$ cat src/design/turf_wb_pkg.sv
package turf_wb_pkg;

    //////////////////////////////////////////////////
    // Register bus geometry
    //////////////////////////////////////////////////

    // Full register space, byte addressed
    localparam int WB_ADDR_W = 28;
    localparam int WB_DATA_W = 32;

    // TURFIO links behind the crate bridge
    localparam int NUM_LINKS = 4;
    localparam int LINK_SEL_W = $clog2(NUM_LINKS);
    // Crate space seen by one link (bit 27 dropped)
    localparam int LINK_ADR_W = WB_ADDR_W - 1;

    //////////////////////////////////////////////////
    // Wishbone classic request/response
    //////////////////////////////////////////////////

    typedef struct packed {
        logic                 cyc;
        logic                 stb;
        logic                 we;
        logic [WB_ADDR_W-1:0] adr;
        logic [WB_DATA_W-1:0] dat;
    } wb_req_t;

    // err only ever rides along with ack
    typedef struct packed {
        logic                 ack;
        logic                 err;
        logic [WB_DATA_W-1:0] dat;
    } wb_rsp_t;

    //////////////////////////////////////////////////
    // Link command/response, valid is one cycle
    //////////////////////////////////////////////////

    typedef struct packed {
        logic                  valid;
        logic                  we;
        logic [LINK_SEL_W-1:0] link;
        logic [LINK_ADR_W-1:0] adr;
        logic [WB_DATA_W-1:0]  dat;
    } link_cmd_t;

    typedef struct packed {
        logic                 valid;
        logic [WB_DATA_W-1:0] dat;
    } link_rsp_t;

endpackage

$ cat src/design/turf_id_pkg.sv
package turf_id_pkg;

    //////////////////////////////////////////////////
    // Identity
    //////////////////////////////////////////////////

    // ASCII "TURF"
    localparam logic [31:0] TURF_IDENT = 32'h5455_5246;
    // Version 0.2.1, date field left zero
    localparam logic [31:0] TURF_DATEVERSION = 32'h0000_0201;

    //////////////////////////////////////////////////
    // Address map
    //////////////////////////////////////////////////

    // ID/control block decodes the low 14 bits
    localparam int ID_ADR_W = 14;
    localparam logic [ID_ADR_W-1:0] REG_IDENT       = 'h00;
    localparam logic [ID_ADR_W-1:0] REG_DATEVERSION = 'h04;
    localparam logic [ID_ADR_W-1:0] REG_BRIDGE_CTRL = 'h08;
    localparam logic [ID_ADR_W-1:0] REG_BRIDGE_STAT = 'h0C;

    // Top address bit selects crate space
    localparam int CRATE_SPACE_BIT = 27;

    //////////////////////////////////////////////////
    // Crate bridge
    //////////////////////////////////////////////////

    // Cycles to wait for a link response
    localparam int BRIDGE_TIMEOUT = 64;
    localparam int BRIDGE_CNT_W = $clog2(BRIDGE_TIMEOUT);
    // Returned on refusal or timeout
    localparam logic [turf_wb_pkg::WB_DATA_W-1:0] BAD_ACCESS_DATA = 32'hFFFF_FFFF;

    typedef enum logic [1:0] {
        BRIDGE_NONE   = 2'd0,
        BRIDGE_AURORA = 2'd1
    } bridge_type_e;

    typedef enum logic [1:0] {
        BR_IDLE = 2'd0,
        BR_WAIT = 2'd1,
        BR_DONE = 2'd2
    } bridge_state_e;

endpackage

$ cat src/design/turf_wb_arbiter.sv
`timescale 1ns/1ps
module turf_wb_arbiter (
    input  logic                 arst_n_i,
    input  logic                 ps_clk,
    input  turf_wb_pkg::wb_req_t ps_req_i,
    input  turf_wb_pkg::wb_req_t eth_req_i,
    input  turf_wb_pkg::wb_rsp_t bus_rsp_i,
    output turf_wb_pkg::wb_rsp_t ps_rsp_o,
    output turf_wb_pkg::wb_rsp_t eth_rsp_o,
    output turf_wb_pkg::wb_req_t bus_req_o
);

    // Bus owned by some master
    logic busy_q;
    // Owner while busy, last served while idle
    logic last_eth_q;

    logic ps_want;
    logic eth_want;
    logic pick_eth;

    // Master requests a cycle
    assign ps_want  = ps_req_i.cyc & ps_req_i.stb;
    assign eth_want = eth_req_i.cyc & eth_req_i.stb;

    // On contention the master not served last wins
    assign pick_eth = eth_want & (~ps_want | ~last_eth_q);

    //////////////////////////////////////////////////
    // Grant state
    //////////////////////////////////////////////////

    always_ff @(posedge ps_clk or negedge arst_n_i) begin
        if (!arst_n_i) begin
            busy_q     <= 1'b0;
            last_eth_q <= 1'b0;
        end else if (busy_q) begin
            // Release once the owner sees its ack
            if (bus_rsp_i.ack) begin
                busy_q <= 1'b0;
            end
        end else if (ps_want | eth_want) begin
            // New grant only from idle
            busy_q     <= 1'b1;
            last_eth_q <= pick_eth;
        end
    end

    //////////////////////////////////////////////////
    // Request and response steering
    //////////////////////////////////////////////////

    always_comb begin
        bus_req_o = '0;
        ps_rsp_o  = '0;
        eth_rsp_o = '0;
        if (busy_q) begin
            if (last_eth_q) begin
                bus_req_o = eth_req_i;
                eth_rsp_o = bus_rsp_i;
            end else begin
                bus_req_o = ps_req_i;
                ps_rsp_o  = bus_rsp_i;
            end
        end
    end

endmodule

$ cat src/design/turf_wb_decoder.sv
`timescale 1ns/1ps
module turf_wb_decoder (
    input  logic                 arst_n_i,
    input  logic                 ps_clk,
    input  turf_wb_pkg::wb_req_t bus_req_i,
    output turf_wb_pkg::wb_rsp_t bus_rsp_o,
    output turf_wb_pkg::wb_req_t id_req_o,
    output turf_wb_pkg::wb_req_t br_req_o,
    input  turf_wb_pkg::wb_rsp_t id_rsp_i,
    input  turf_wb_pkg::wb_rsp_t br_rsp_i
);

    logic sel_br;
    logic sel_id;
    logic sel_none;
    // Error ack for unmapped space
    logic err_ack_q;

    //////////////////////////////////////////////////
    // Address decode
    //////////////////////////////////////////////////

    // Crate space wins over everything
    assign sel_br = bus_req_i.adr[turf_id_pkg::CRATE_SPACE_BIT];
    // ID block needs all upper bits clear
    assign sel_id = ~sel_br &
        (bus_req_i.adr[turf_wb_pkg::WB_ADDR_W-1:turf_id_pkg::ID_ADR_W] == '0);
    // GBE, Aurora, control and event spaces land here
    assign sel_none = ~sel_br & ~sel_id;

    // Gate the strobe to the selected peer only
    always_comb begin
        id_req_o     = bus_req_i;
        id_req_o.cyc = bus_req_i.cyc & sel_id;
        id_req_o.stb = bus_req_i.stb & sel_id;
        br_req_o     = bus_req_i;
        br_req_o.cyc = bus_req_i.cyc & sel_br;
        br_req_o.stb = bus_req_i.stb & sel_br;
    end

    // One-cycle error ack, no peer involved
    always_ff @(posedge ps_clk or negedge arst_n_i) begin
        if (!arst_n_i) begin
            err_ack_q <= 1'b0;
        end else begin
            err_ack_q <= bus_req_i.cyc & bus_req_i.stb & sel_none & ~err_ack_q;
        end
    end

    //////////////////////////////////////////////////
    // Response return
    //////////////////////////////////////////////////

    always_comb begin
        if (sel_br) begin
            bus_rsp_o = br_rsp_i;
        end else if (sel_id) begin
            bus_rsp_o = id_rsp_i;
        end else begin
            bus_rsp_o     = '0;
            bus_rsp_o.ack = err_ack_q;
            bus_rsp_o.err = err_ack_q;
        end
    end

endmodule

$ cat src/design/turf_id_ctrl.sv
`timescale 1ns/1ps
module turf_id_ctrl (
    input  logic                                  arst_n_i,
    input  logic                                  ps_clk,
    input  turf_wb_pkg::wb_req_t                  req_i,
    output turf_wb_pkg::wb_rsp_t                  rsp_o,
    input  logic [turf_wb_pkg::NUM_LINKS-1:0]     timeout_i,
    input  logic [turf_wb_pkg::NUM_LINKS-1:0]     invalid_i,
    output logic [turf_wb_pkg::LINK_SEL_W-1:0]    bridge_link_o,
    output turf_id_pkg::bridge_type_e             bridge_type_o
);

    logic                                 ack_q;
    logic [turf_wb_pkg::WB_DATA_W-1:0]    rdata_q;
    logic [turf_wb_pkg::WB_DATA_W-1:0]    rd_data;
    logic [turf_id_pkg::ID_ADR_W-1:0]     offset;
    logic                                 access;
    logic                                 wr_ctrl;
    logic                                 wr_stat;
    logic [turf_wb_pkg::NUM_LINKS-1:0]    clr_timeout;
    logic [turf_wb_pkg::NUM_LINKS-1:0]    clr_invalid;

    // Control register
    turf_id_pkg::bridge_type_e            bridge_type_q;
    logic [turf_wb_pkg::LINK_SEL_W-1:0]   bridge_link_q;
    // Sticky bridge errors, one bit per link
    logic [turf_wb_pkg::NUM_LINKS-1:0]    timeout_flags_q;
    logic [turf_wb_pkg::NUM_LINKS-1:0]    invalid_flags_q;

    assign offset = req_i.adr[turf_id_pkg::ID_ADR_W-1:0];
    // First cycle of a strobe only
    assign access  = req_i.cyc & req_i.stb & ~ack_q;
    assign wr_ctrl = access & req_i.we & (offset == turf_id_pkg::REG_BRIDGE_CTRL);
    assign wr_stat = access & req_i.we & (offset == turf_id_pkg::REG_BRIDGE_STAT);

    // Write-1-to-clear masks
    assign clr_timeout = wr_stat ? req_i.dat[turf_wb_pkg::NUM_LINKS-1:0] : '0;
    assign clr_invalid = wr_stat ?
        req_i.dat[2*turf_wb_pkg::NUM_LINKS-1:turf_wb_pkg::NUM_LINKS] : '0;

    //////////////////////////////////////////////////
    // Register state
    //////////////////////////////////////////////////

    always_ff @(posedge ps_clk or negedge arst_n_i) begin
        if (!arst_n_i) begin
            ack_q           <= 1'b0;
            bridge_type_q   <= turf_id_pkg::BRIDGE_NONE;
            bridge_link_q   <= '0;
            timeout_flags_q <= '0;
            invalid_flags_q <= '0;
        end else begin
            ack_q <= access;
            if (wr_ctrl) begin
                bridge_type_q <= turf_id_pkg::bridge_type_e'(req_i.dat[1:0]);
                bridge_link_q <= req_i.dat[5:4];
            end
            // New pulse beats a clear in the same cycle
            timeout_flags_q <= (timeout_flags_q & ~clr_timeout) | timeout_i;
            invalid_flags_q <= (invalid_flags_q & ~clr_invalid) | invalid_i;
        end
    end

    //////////////////////////////////////////////////
    // Read path
    //////////////////////////////////////////////////

    always_comb begin
        rd_data = '0;
        case (offset)
            turf_id_pkg::REG_IDENT:       rd_data = turf_id_pkg::TURF_IDENT;
            turf_id_pkg::REG_DATEVERSION: rd_data = turf_id_pkg::TURF_DATEVERSION;
            turf_id_pkg::REG_BRIDGE_CTRL: begin
                rd_data[1:0] = bridge_type_q;
                rd_data[5:4] = bridge_link_q;
            end
            turf_id_pkg::REG_BRIDGE_STAT: begin
                rd_data[turf_wb_pkg::NUM_LINKS-1:0] = timeout_flags_q;
                rd_data[2*turf_wb_pkg::NUM_LINKS-1:turf_wb_pkg::NUM_LINKS] = invalid_flags_q;
            end
            default: rd_data = '0;
        endcase
    end

    // Captured alongside the ack
    always_ff @(posedge ps_clk) begin
        if (access) begin
            rdata_q <= rd_data;
        end
    end

    assign rsp_o.ack = ack_q;
    assign rsp_o.err = 1'b0;
    assign rsp_o.dat = rdata_q;

    assign bridge_type_o = bridge_type_q;
    assign bridge_link_o = bridge_link_q;

endmodule

$ cat src/design/turfio_register_bridge.sv
`timescale 1ns/1ps
module turfio_register_bridge (
    input  logic                                arst_n_i,
    input  logic                                ps_clk,
    input  turf_wb_pkg::wb_req_t                req_i,
    output turf_wb_pkg::wb_rsp_t                rsp_o,
    input  logic [turf_wb_pkg::LINK_SEL_W-1:0]  bridge_link_i,
    input  turf_id_pkg::bridge_type_e           bridge_type_i,
    input  logic [turf_wb_pkg::NUM_LINKS-1:0]   aurora_up_i,
    output turf_wb_pkg::link_cmd_t              link_cmd_o,
    input  turf_wb_pkg::link_rsp_t              link_rsp_i,
    output logic [turf_wb_pkg::NUM_LINKS-1:0]   timeout_o,
    output logic [turf_wb_pkg::NUM_LINKS-1:0]   invalid_o
);

    turf_id_pkg::bridge_state_e             state_q;
    logic [turf_id_pkg::BRIDGE_CNT_W-1:0]   cnt_q;
    turf_wb_pkg::link_cmd_t                 cmd_q;
    logic [turf_wb_pkg::WB_DATA_W-1:0]      rdata_q;
    logic [turf_wb_pkg::NUM_LINKS-1:0]      timeout_q;
    logic [turf_wb_pkg::NUM_LINKS-1:0]      invalid_q;

    logic access;
    logic link_ok;
    logic refuse;
    logic forward;
    logic got_rsp;
    logic expired;

    // New strobe only while idle
    assign access = req_i.cyc & req_i.stb & (state_q == turf_id_pkg::BR_IDLE);
    // Needs Aurora type and the selected link up
    assign link_ok = (bridge_type_i == turf_id_pkg::BRIDGE_AURORA) &
                     aurora_up_i[bridge_link_i];
    assign refuse  = access & ~link_ok;
    assign forward = access & link_ok;

    // Waiting on the link
    assign got_rsp = (state_q == turf_id_pkg::BR_WAIT) & link_rsp_i.valid;
    assign expired = (state_q == turf_id_pkg::BR_WAIT) & ~link_rsp_i.valid &
        (cnt_q == turf_id_pkg::BRIDGE_CNT_W'(turf_id_pkg::BRIDGE_TIMEOUT - 1));

    //////////////////////////////////////////////////
    // FSM, command and error pulses
    //////////////////////////////////////////////////

    always_ff @(posedge ps_clk or negedge arst_n_i) begin
        if (!arst_n_i) begin
            state_q   <= turf_id_pkg::BR_IDLE;
            cnt_q     <= '0;
            cmd_q     <= '0;
            timeout_q <= '0;
            invalid_q <= '0;
        end else begin
            // Command valid is a single pulse
            cmd_q.valid <= 1'b0;
            invalid_q   <= refuse ? (turf_wb_pkg::NUM_LINKS'(1) << bridge_link_i) : '0;
            timeout_q   <= expired ? (turf_wb_pkg::NUM_LINKS'(1) << cmd_q.link) : '0;
            case (state_q)
                turf_id_pkg::BR_IDLE: begin
                    if (forward) begin
                        cmd_q.valid <= 1'b1;
                        cmd_q.we    <= req_i.we;
                        cmd_q.link  <= bridge_link_i;
                        cmd_q.adr   <= req_i.adr[turf_wb_pkg::LINK_ADR_W-1:0];
                        cmd_q.dat   <= req_i.dat;
                        cnt_q       <= '0;
                        state_q     <= turf_id_pkg::BR_WAIT;
                    end else if (refuse) begin
                        state_q <= turf_id_pkg::BR_DONE;
                    end
                end
                turf_id_pkg::BR_WAIT: begin
                    cnt_q <= cnt_q + 1'b1;
                    if (got_rsp | expired) begin
                        state_q <= turf_id_pkg::BR_DONE;
                    end
                end
                // Ack cycle
                default: state_q <= turf_id_pkg::BR_IDLE;
            endcase
        end
    end

    // Response or bad-access word
    always_ff @(posedge ps_clk) begin
        if (got_rsp) begin
            rdata_q <= link_rsp_i.dat;
        end else if (refuse | expired) begin
            rdata_q <= turf_id_pkg::BAD_ACCESS_DATA;
        end
    end

    assign rsp_o.ack = (state_q == turf_id_pkg::BR_DONE);
    assign rsp_o.err = 1'b0;
    assign rsp_o.dat = rdata_q;

    assign link_cmd_o = cmd_q;
    assign timeout_o  = timeout_q;
    assign invalid_o  = invalid_q;

endmodule

$ cat src/design/turf_regs_top.sv
`timescale 1ns/1ps
module turf_regs_top (
    input  logic                               ps_clk,
    input  logic                               arst_n_i,
    input  turf_wb_pkg::wb_req_t               ps_req_i,
    input  turf_wb_pkg::wb_req_t               eth_req_i,
    output turf_wb_pkg::wb_rsp_t               ps_rsp_o,
    output turf_wb_pkg::wb_rsp_t               eth_rsp_o,
    input  logic [turf_wb_pkg::NUM_LINKS-1:0]  aurora_up_i,
    output turf_wb_pkg::link_cmd_t             link_cmd_o,
    input  turf_wb_pkg::link_rsp_t             link_rsp_i
);

    // Shared bus after the arbiter
    turf_wb_pkg::wb_req_t bus_req;
    turf_wb_pkg::wb_rsp_t bus_rsp;
    // Peer ports
    turf_wb_pkg::wb_req_t id_req;
    turf_wb_pkg::wb_rsp_t id_rsp;
    turf_wb_pkg::wb_req_t br_req;
    turf_wb_pkg::wb_rsp_t br_rsp;

    // Bridge setup and error sideband
    logic [turf_wb_pkg::LINK_SEL_W-1:0] bridge_link;
    turf_id_pkg::bridge_type_e          bridge_type;
    logic [turf_wb_pkg::NUM_LINKS-1:0]  timeout_pulse;
    logic [turf_wb_pkg::NUM_LINKS-1:0]  invalid_pulse;

    //////////////////////////////////////////////////
    // Interconnect
    //////////////////////////////////////////////////

    turf_wb_arbiter u_arbiter (
        .arst_n_i (arst_n_i),
        .ps_clk   (ps_clk),
        .ps_req_i (ps_req_i),
        .eth_req_i(eth_req_i),
        .bus_rsp_i(bus_rsp),
        .ps_rsp_o (ps_rsp_o),
        .eth_rsp_o(eth_rsp_o),
        .bus_req_o(bus_req)
    );

    turf_wb_decoder u_decoder (
        .arst_n_i (arst_n_i),
        .ps_clk   (ps_clk),
        .bus_req_i(bus_req),
        .bus_rsp_o(bus_rsp),
        .id_req_o (id_req),
        .br_req_o (br_req),
        .id_rsp_i (id_rsp),
        .br_rsp_i (br_rsp)
    );

    //////////////////////////////////////////////////
    // Register peers
    //////////////////////////////////////////////////

    turf_id_ctrl u_idctrl (
        .arst_n_i     (arst_n_i),
        .ps_clk       (ps_clk),
        .req_i        (id_req),
        .rsp_o        (id_rsp),
        .timeout_i    (timeout_pulse),
        .invalid_i    (invalid_pulse),
        .bridge_link_o(bridge_link),
        .bridge_type_o(bridge_type)
    );

    turfio_register_bridge u_bridge (
        .arst_n_i     (arst_n_i),
        .ps_clk       (ps_clk),
        .req_i        (br_req),
        .rsp_o        (br_rsp),
        .bridge_link_i(bridge_link),
        .bridge_type_i(bridge_type),
        .aurora_up_i  (aurora_up_i),
        .link_cmd_o   (link_cmd_o),
        .link_rsp_i   (link_rsp_i),
        .timeout_o    (timeout_pulse),
        .invalid_o    (invalid_pulse)
    );

endmodule

$ cat config.mk
export PLATFORM = sky130hd
export DESIGN_NAME = turf_regs_top
export DESIGN_NICKNAME = d
export VERILOG_FILES = /design/src/design/turf_wb_pkg.sv /design/src/design/turf_id_pkg.sv /design/src/design/turf_wb_arbiter.sv /design/src/design/turf_wb_decoder.sv /design/src/design/turf_id_ctrl.sv /design/src/design/turfio_register_bridge.sv /design/src/design/turf_regs_top.sv
export SDC_FILE = /design/constraint.sdc
export NUM_CORES = 1
export LEC_CHECK = 0
export BUFFER_PORTS_ARGS = -buffer_cell sky130_fd_sc_hd__buf_2
export CORE_ASPECT_RATIO = 1.4
export CORE_UTILIZATION = 48
export DETAILED_ROUTE_END_ITERATION = 6
export PLACE_DENSITY_LB_ADDON = 0.2
export SLEW_MARGIN = 20
export SYNTH_ARGS = -nofsm -noshare
export SYNTH_HDL_FRONTEND = slang
export SYNTH_SLANG_ARGS = --single-unit
$ cat constraint.sdc
create_clock -name ps_clk -period 4.1 [get_ports ps_clk]
set_input_delay 1.23 -clock ps_clk [delete_from_list [all_inputs] [get_ports ps_clk]]
set_output_delay 1.23 -clock ps_clk [all_outputs]
set_load 0.02 [all_outputs]
== Word level (Yosys, flattened, before mapping) ==
Cells that the tools add are included.

* Register bits after elaboration: 159
* Logic and storage cells: 118

* Bitwise gates (word level): 44
* Shift operators: 2
* $add $sub $neg: 1
* Equality and inequality tests: 10
* Multiplexer cells: 32
* Reductions and logical operators: 9
* Order comparisons: 1

{| class="wikitable"
|+ Operator list
! kind !! number
|-
| 63-bit 2-to-1 mux || 4
|-
| 34-bit 2-to-1 mux || 6
|-
| 32-bit 2-to-1 mux || 2
|-
| 23-bit case mux with 2 select lines || 1
|-
| 14-bit by 4-bit equality test with 1-bit output, second input constant || 2
|-
| 14-bit logical NOT || 2
|-
| 1-bit AND || 25
|-
| 4-bit 2-to-1 mux || 4
|-
| 2-bit case mux with 2 select lines || 4
|-
| 14-bit by 3-bit equality test with 1-bit output, second input constant || 1
|-
| 6-bit case mux with 2 select lines || 1
|-
| 1-bit inverter || 9
|-
| 4-bit AND || 2
|-
| 4-bit inverter || 2
|-
| 4-bit OR || 2
|-
| 2-bit case mux with 4 select lines || 1
|-
| 2-bit AND reduction || 4
|-
| 1-bit by 2-bit left shift with 4-bit output, first input constant || 2
|-
| 6-bit by 1-bit adder with 6-bit output, second input constant || 1
|-
| 6-bit equality test, second input constant || 1
|-
| 2-bit 2-to-1 mux || 3
|-
| 6-bit 2-to-1 mux || 1
|-
| 2-bit by 1-bit equality test with 1-bit output, second input constant || 2
|-
| 1-bit 2-to-1 mux || 4
|-
| 9 further kinds || 13
|}

== Logic depth before layout (Yosys ltp) ==
* Depth in word-level cells: 13
* Depth in mapped cells: 10
* Gate-level depth less buffers: 5

== Cells and area by module ==
Synthesis repeated with hierarchy kept, for this count alone.

* Cell total of the unflattened synthesis: 803
* Area, all modules: 8863.5 µm²

{| class="wikitable"
|+ Modules (own cells, without submodules)
! module !! area an instance (µm²) !! times used !! cells each
|-
| turfio_register_bridge || 4470.5 || 1 || 280
|-
| turf_wb_arbiter || 1729.2 || 1 || 228
|-
| turf_wb_decoder || 1425.1 || 1 || 182
|-
| turf_id_ctrl || 1238.7 || 1 || 113
|}

== Worst setup path before layout ==
OpenSTA, ideal clock, no wires.

* Kind: input -> output
* Start point: input port eth_req_i[51] (netlist name)
* End point: output port ps_rsp_o[30] (netlist name)
* Required time: 2.870 ns
* Path slack: 0.096 ns
* Stages: 6
* Arrival: 2.774 ns
* Cell sequence: nor4_1 > nand4_1 > a21oi_2 > a21oi_2 > buf_2 > nor3_1

{| class="wikitable"
|+ RTL lines
! what !! line !! RTL
|-
| start, declared || turf_regs_top.sv:6 || <nowiki>input turf_wb_pkg::wb_req_t eth_req_i,</nowiki>
|-
| end, declared || turf_regs_top.sv:7 || <nowiki>output turf_wb_pkg::wb_rsp_t ps_rsp_o,</nowiki>
|}

==> impl_metrics.yaml <==
logic_synthesis:
  async_flop_share_pct: 69.3
  yosysMostFrequentCell: "dfrtp_1"
  synthesis.area_sq_um: 6920
  synth_edf_count: 42
  avgSynthCellArea_sq_um: 10.8
  synthesis.nets: 808
  yosys_register_bits: 137
  yosys.area.top_type_share_pct: 34.3
  ys.flop_type: "dfrtp_1"
  ys_types: 48
  yosysWarningCount: 0
  synthTopCellsByArea: "dfrtp_1 (34%), edfxtp_1 (18%), mux2i_1 (9.5%)"
  yosys.area.top_type: "dfrtp_1"
  netlist_instances: 642
  ys_seq_area_share_pct: 52.6
  yosys-top-cells-count: "dfrtp_1 (95), nand2_1 (75), mux2i_1 (66)"
sta:
  slew_viol_final: 0
  fin_crit_ps: 4040
  max_freq_ghz: 0.248
  finalCritPeriodShare_pct: 98.4
  slew_headroom_pct: 48.0
  tightest_slew_ps: 777
  skew_ps: 6.56
  setup_viol: 0
  rsz0062_at_grt: "yes"
  final_hold_viol_count: 0
setup_path:
  r2r_slack_ps: 1140
  critPathKind: "input port to output port"
  critPathArrivalTime_ps: 2810
  crit_path_start_kind: "input port"
  crit_path_end_kind: "output port"
  required_ps: 2870
  cp_max_fo: 9
power:
  p_int_mw: 3.10
  clkPwrFrac_pct: 30.2
  leakagePower_nw: 4.62
  p_comb_share_pct: 38.7
  netSwitchingPower_mw: 1.76
  max-vdd-ir-drop_mv: 0.257
  p_total_mw: 4.86
  seq_power_share_pct: 31.1
  p_sw_share_pct: 36.2
  powerDensity_nw_per_um2: 509
die:
  die_area_sq_um: 14900
  core_sq_um: 14000
  rows: 51
  start_util_pct: 49.5
  fp.dieH_microns: 144
  fp.dieW_microns: 103
  ios: 296
clocking:
  cts_buffers: 17
  clk_pin_slew_worst_paths_ps: 50
  root_buffer: "clkbuf_16"
  htreeDepth: 4
  cts_tree: "yes"
  clock_sinks: 137
  clk_latency_ps: 410
  clockBufferDepth: 2
global_routing:
  grt_first_pass_wirelength_microns: 27800
  antenna_found_initial: 1
  grt_util_met1_pct: 28.5
  grtUsageTotal_pct: 25.0
  grt_max_degree: 80
  use_met3_pct: 6.38
  grt_pass1_vias: 5571
  grt-busiest-layer: "met2"
  gr-usage-met2_pct: 44.1
  overflow: 0
placed_design:
  place_hpwl_microns: 13900
  port_buffers: 295
  placed_area_sq_um: 8550
  gp_congestion: 0.862
drt:
  via_per_inst: 5.33
  num_vias: 6059
  drc_errors: 0
  first_pass_iters: 5
  ant_nets: 0
  post_drt_wl_per_cell_microns: 16.9
  wl_microns: 19200
  drt-initial-drc-count: 236
final_layout:
  nets: 1105
  drive_gt1_share_pct: 47.0
  area_growth_pct: 38.1
  design_area_sq_um: 9560
outcome:
  outcome: "finished, final reports clean"
flow_run:
  drv_cap: 0
worst_hold_path:
  hp-class: "register to register"
## final cells by class
| type | count | area [sq um] |
|---|---|---|
| fill | 1118 | 4420 |
| sequential | 137 | 3640 |
| multi-input combinational | 459 | 3250 |
| timing repair buffer | 318 | 1840 |
| clock buffer | 20 | 447 |
| tap | 185 | 231 |
| clock inverter | 11 | 124 |
| inverter | 6 | 22.5 |
| antenna | 1 | 2.50 |
## logic make-up (layout without fill, tap and decap cells)
| group | count (synthesis) | after routing | share of synthesized area, % |
|---|---|---|---|
| compound gates | 94 | 97 | 9.62 |
| buf+inv | 49 | 355 | 3.96 |
| other cells | 0 | 1 | 0 |
| fa+ha+maj | 1 | 1 | 0.181 |
| mux | 85 | 85 | 13.2 |
| simple gates | 275 | 275 | 20.4 |
| xor+xnor | 1 | 1 | 0.127 |
| flops | 137 | 137 | 52.6 |
## worst paths after layout
check                                             start                           to  cells after the start
max in group asynchronous                      arst_n_i  u_idctrl.timeout_flags_q[1]                      2
worst min register to register  u_bridge.link_cmd_o[42]      u_bridge.link_cmd_o[42]                      2
min in group asynchronous                      arst_n_i      u_bridge.link_cmd_o[62]                      1
worst max-delay path                      eth_req_i[46]                  ps_rsp_o[4]                      9
worst max register to register     u_arbiter.last_eth_q         u_bridge.rdata_q[22]                      6
worst min-delay path            u_bridge.link_cmd_o[42]      u_bridge.link_cmd_o[42]                      2
## metal layers
| metal | vias to the layer above | share of wire, % |
|---|---|---|
| li1 | 2905 | - |
| met1 | 2850 | 39 |
| met2 | 265 | 52 |
| met3 | 39 | 6.6 |
| met4 | 0 | 2.7 |
| met5 | - | 0 |
## layout by cell type, fill, tap and decap left out, types with 4 or more instances in the layout
cell type  synthesis  routed
mux2i_1           66      65
a21oi_4            0       4
nor3_2             0      18
dfrtp_1           95      94
buf_6              6      17
clkbuf_16          0      17
buf_2             15     254
and2_1            29      29
mux2_1             6       6
or3_1              5       5
nand2b_1           6       6
a21oi_1           13      13
o21ai_1           10      10
nor2_1            48      35
o22a_1             8       8
nand4_1            6       6
nand2_1           75      75
nor2_2             0       7
nor2_4             0       6
or2_2             36      36
inv_1              5       4
mux2_4             6       6
nor3b_1            5       5
nor4_1             9       6
buf_4              4      45
nor3_1            29      11
mux2_2             6       6
nand3_1           12      12
o31ai_1           46      46
edfxtp_1          42      42
and3_1             5       5
o21ai_0            5       5
## worst max-delay path, stage by stage
cell and delay [ps]:
buf_2 120, nor4b_2 260, nand4_1 240, a21oi_2 260, buf_4 160, o21ai_1 60, buf_4 190, nor2_1 120
buf_4 160
## power by group through the flow
| stage | logic, mW | registers (mW) | clock network (mW) |
|---|---|---|---|
| 5_1_grt | 2.04 | 1.51 | 1.57 |
| 4_1_cts | 1.65 | 1.51 | 1.51 |
| 3_5_place_dp | 1.64 | 1.53 | 0 |
| 2_1_floorplan | 1.18 | 1.48 | 0 |
| 6_report | 1.88 | 1.51 | 1.47 |
| 3_3_place_gp | 1.62 | 1.53 | 0 |
## repair_timing
| action | in CTS | in global routing |
|---|---|---|
| endpoints found under the setup margin | 33 | 40 |
| setup buffers | 1 | 1 |
| gates resized for setup | 4 | 104 |
| hold buffers | 0 | 0 |
| pin swaps | 3 | 26 |
| cloned | 0 | 4 |
## sequential cells by signal, summed over array words and instances, names as in the netlist, 2 cells and up
register and count:
u_bridge.link_cmd_o 63, u_bridge.rdata_q 32, u_idctrl.rdata_q 10, u_bridge.cnt_q 6
u_bridge.invalid_o 4, u_bridge.timeout_o 4, u_idctrl.invalid_flags_q 4, u_idctrl.timeout_flags_q 4
u_bridge.state_q 2, u_idctrl.bridge_link_o 2, u_idctrl.bridge_type_o 2
## stage by stage
| stage | setup TNS, ps | instances | setup slack, ps | util (%) | hold slack, ps |
|---|---|---|---|---|---|
| 3_5_place_dp | -644 | 1099 | -46.3 | 61.2 | 460 |
| 4_1_cts | 0 | 1131 | 6.11 | 65.5 | 473 |
| 6_report | 0 | 1137 | 64.8 | 68.4 | 470 |
| 2_1_floorplan | 0 | 642 | 95.6 | - | 432 |
| 5_1_grt | -1150 | 1137 | -92.0 | 68.4 | 496 |
| 3_3_place_gp | -111 | 1099 | -47.3 | 61.2 | 455 |
(Power assumes the default switching activity.)
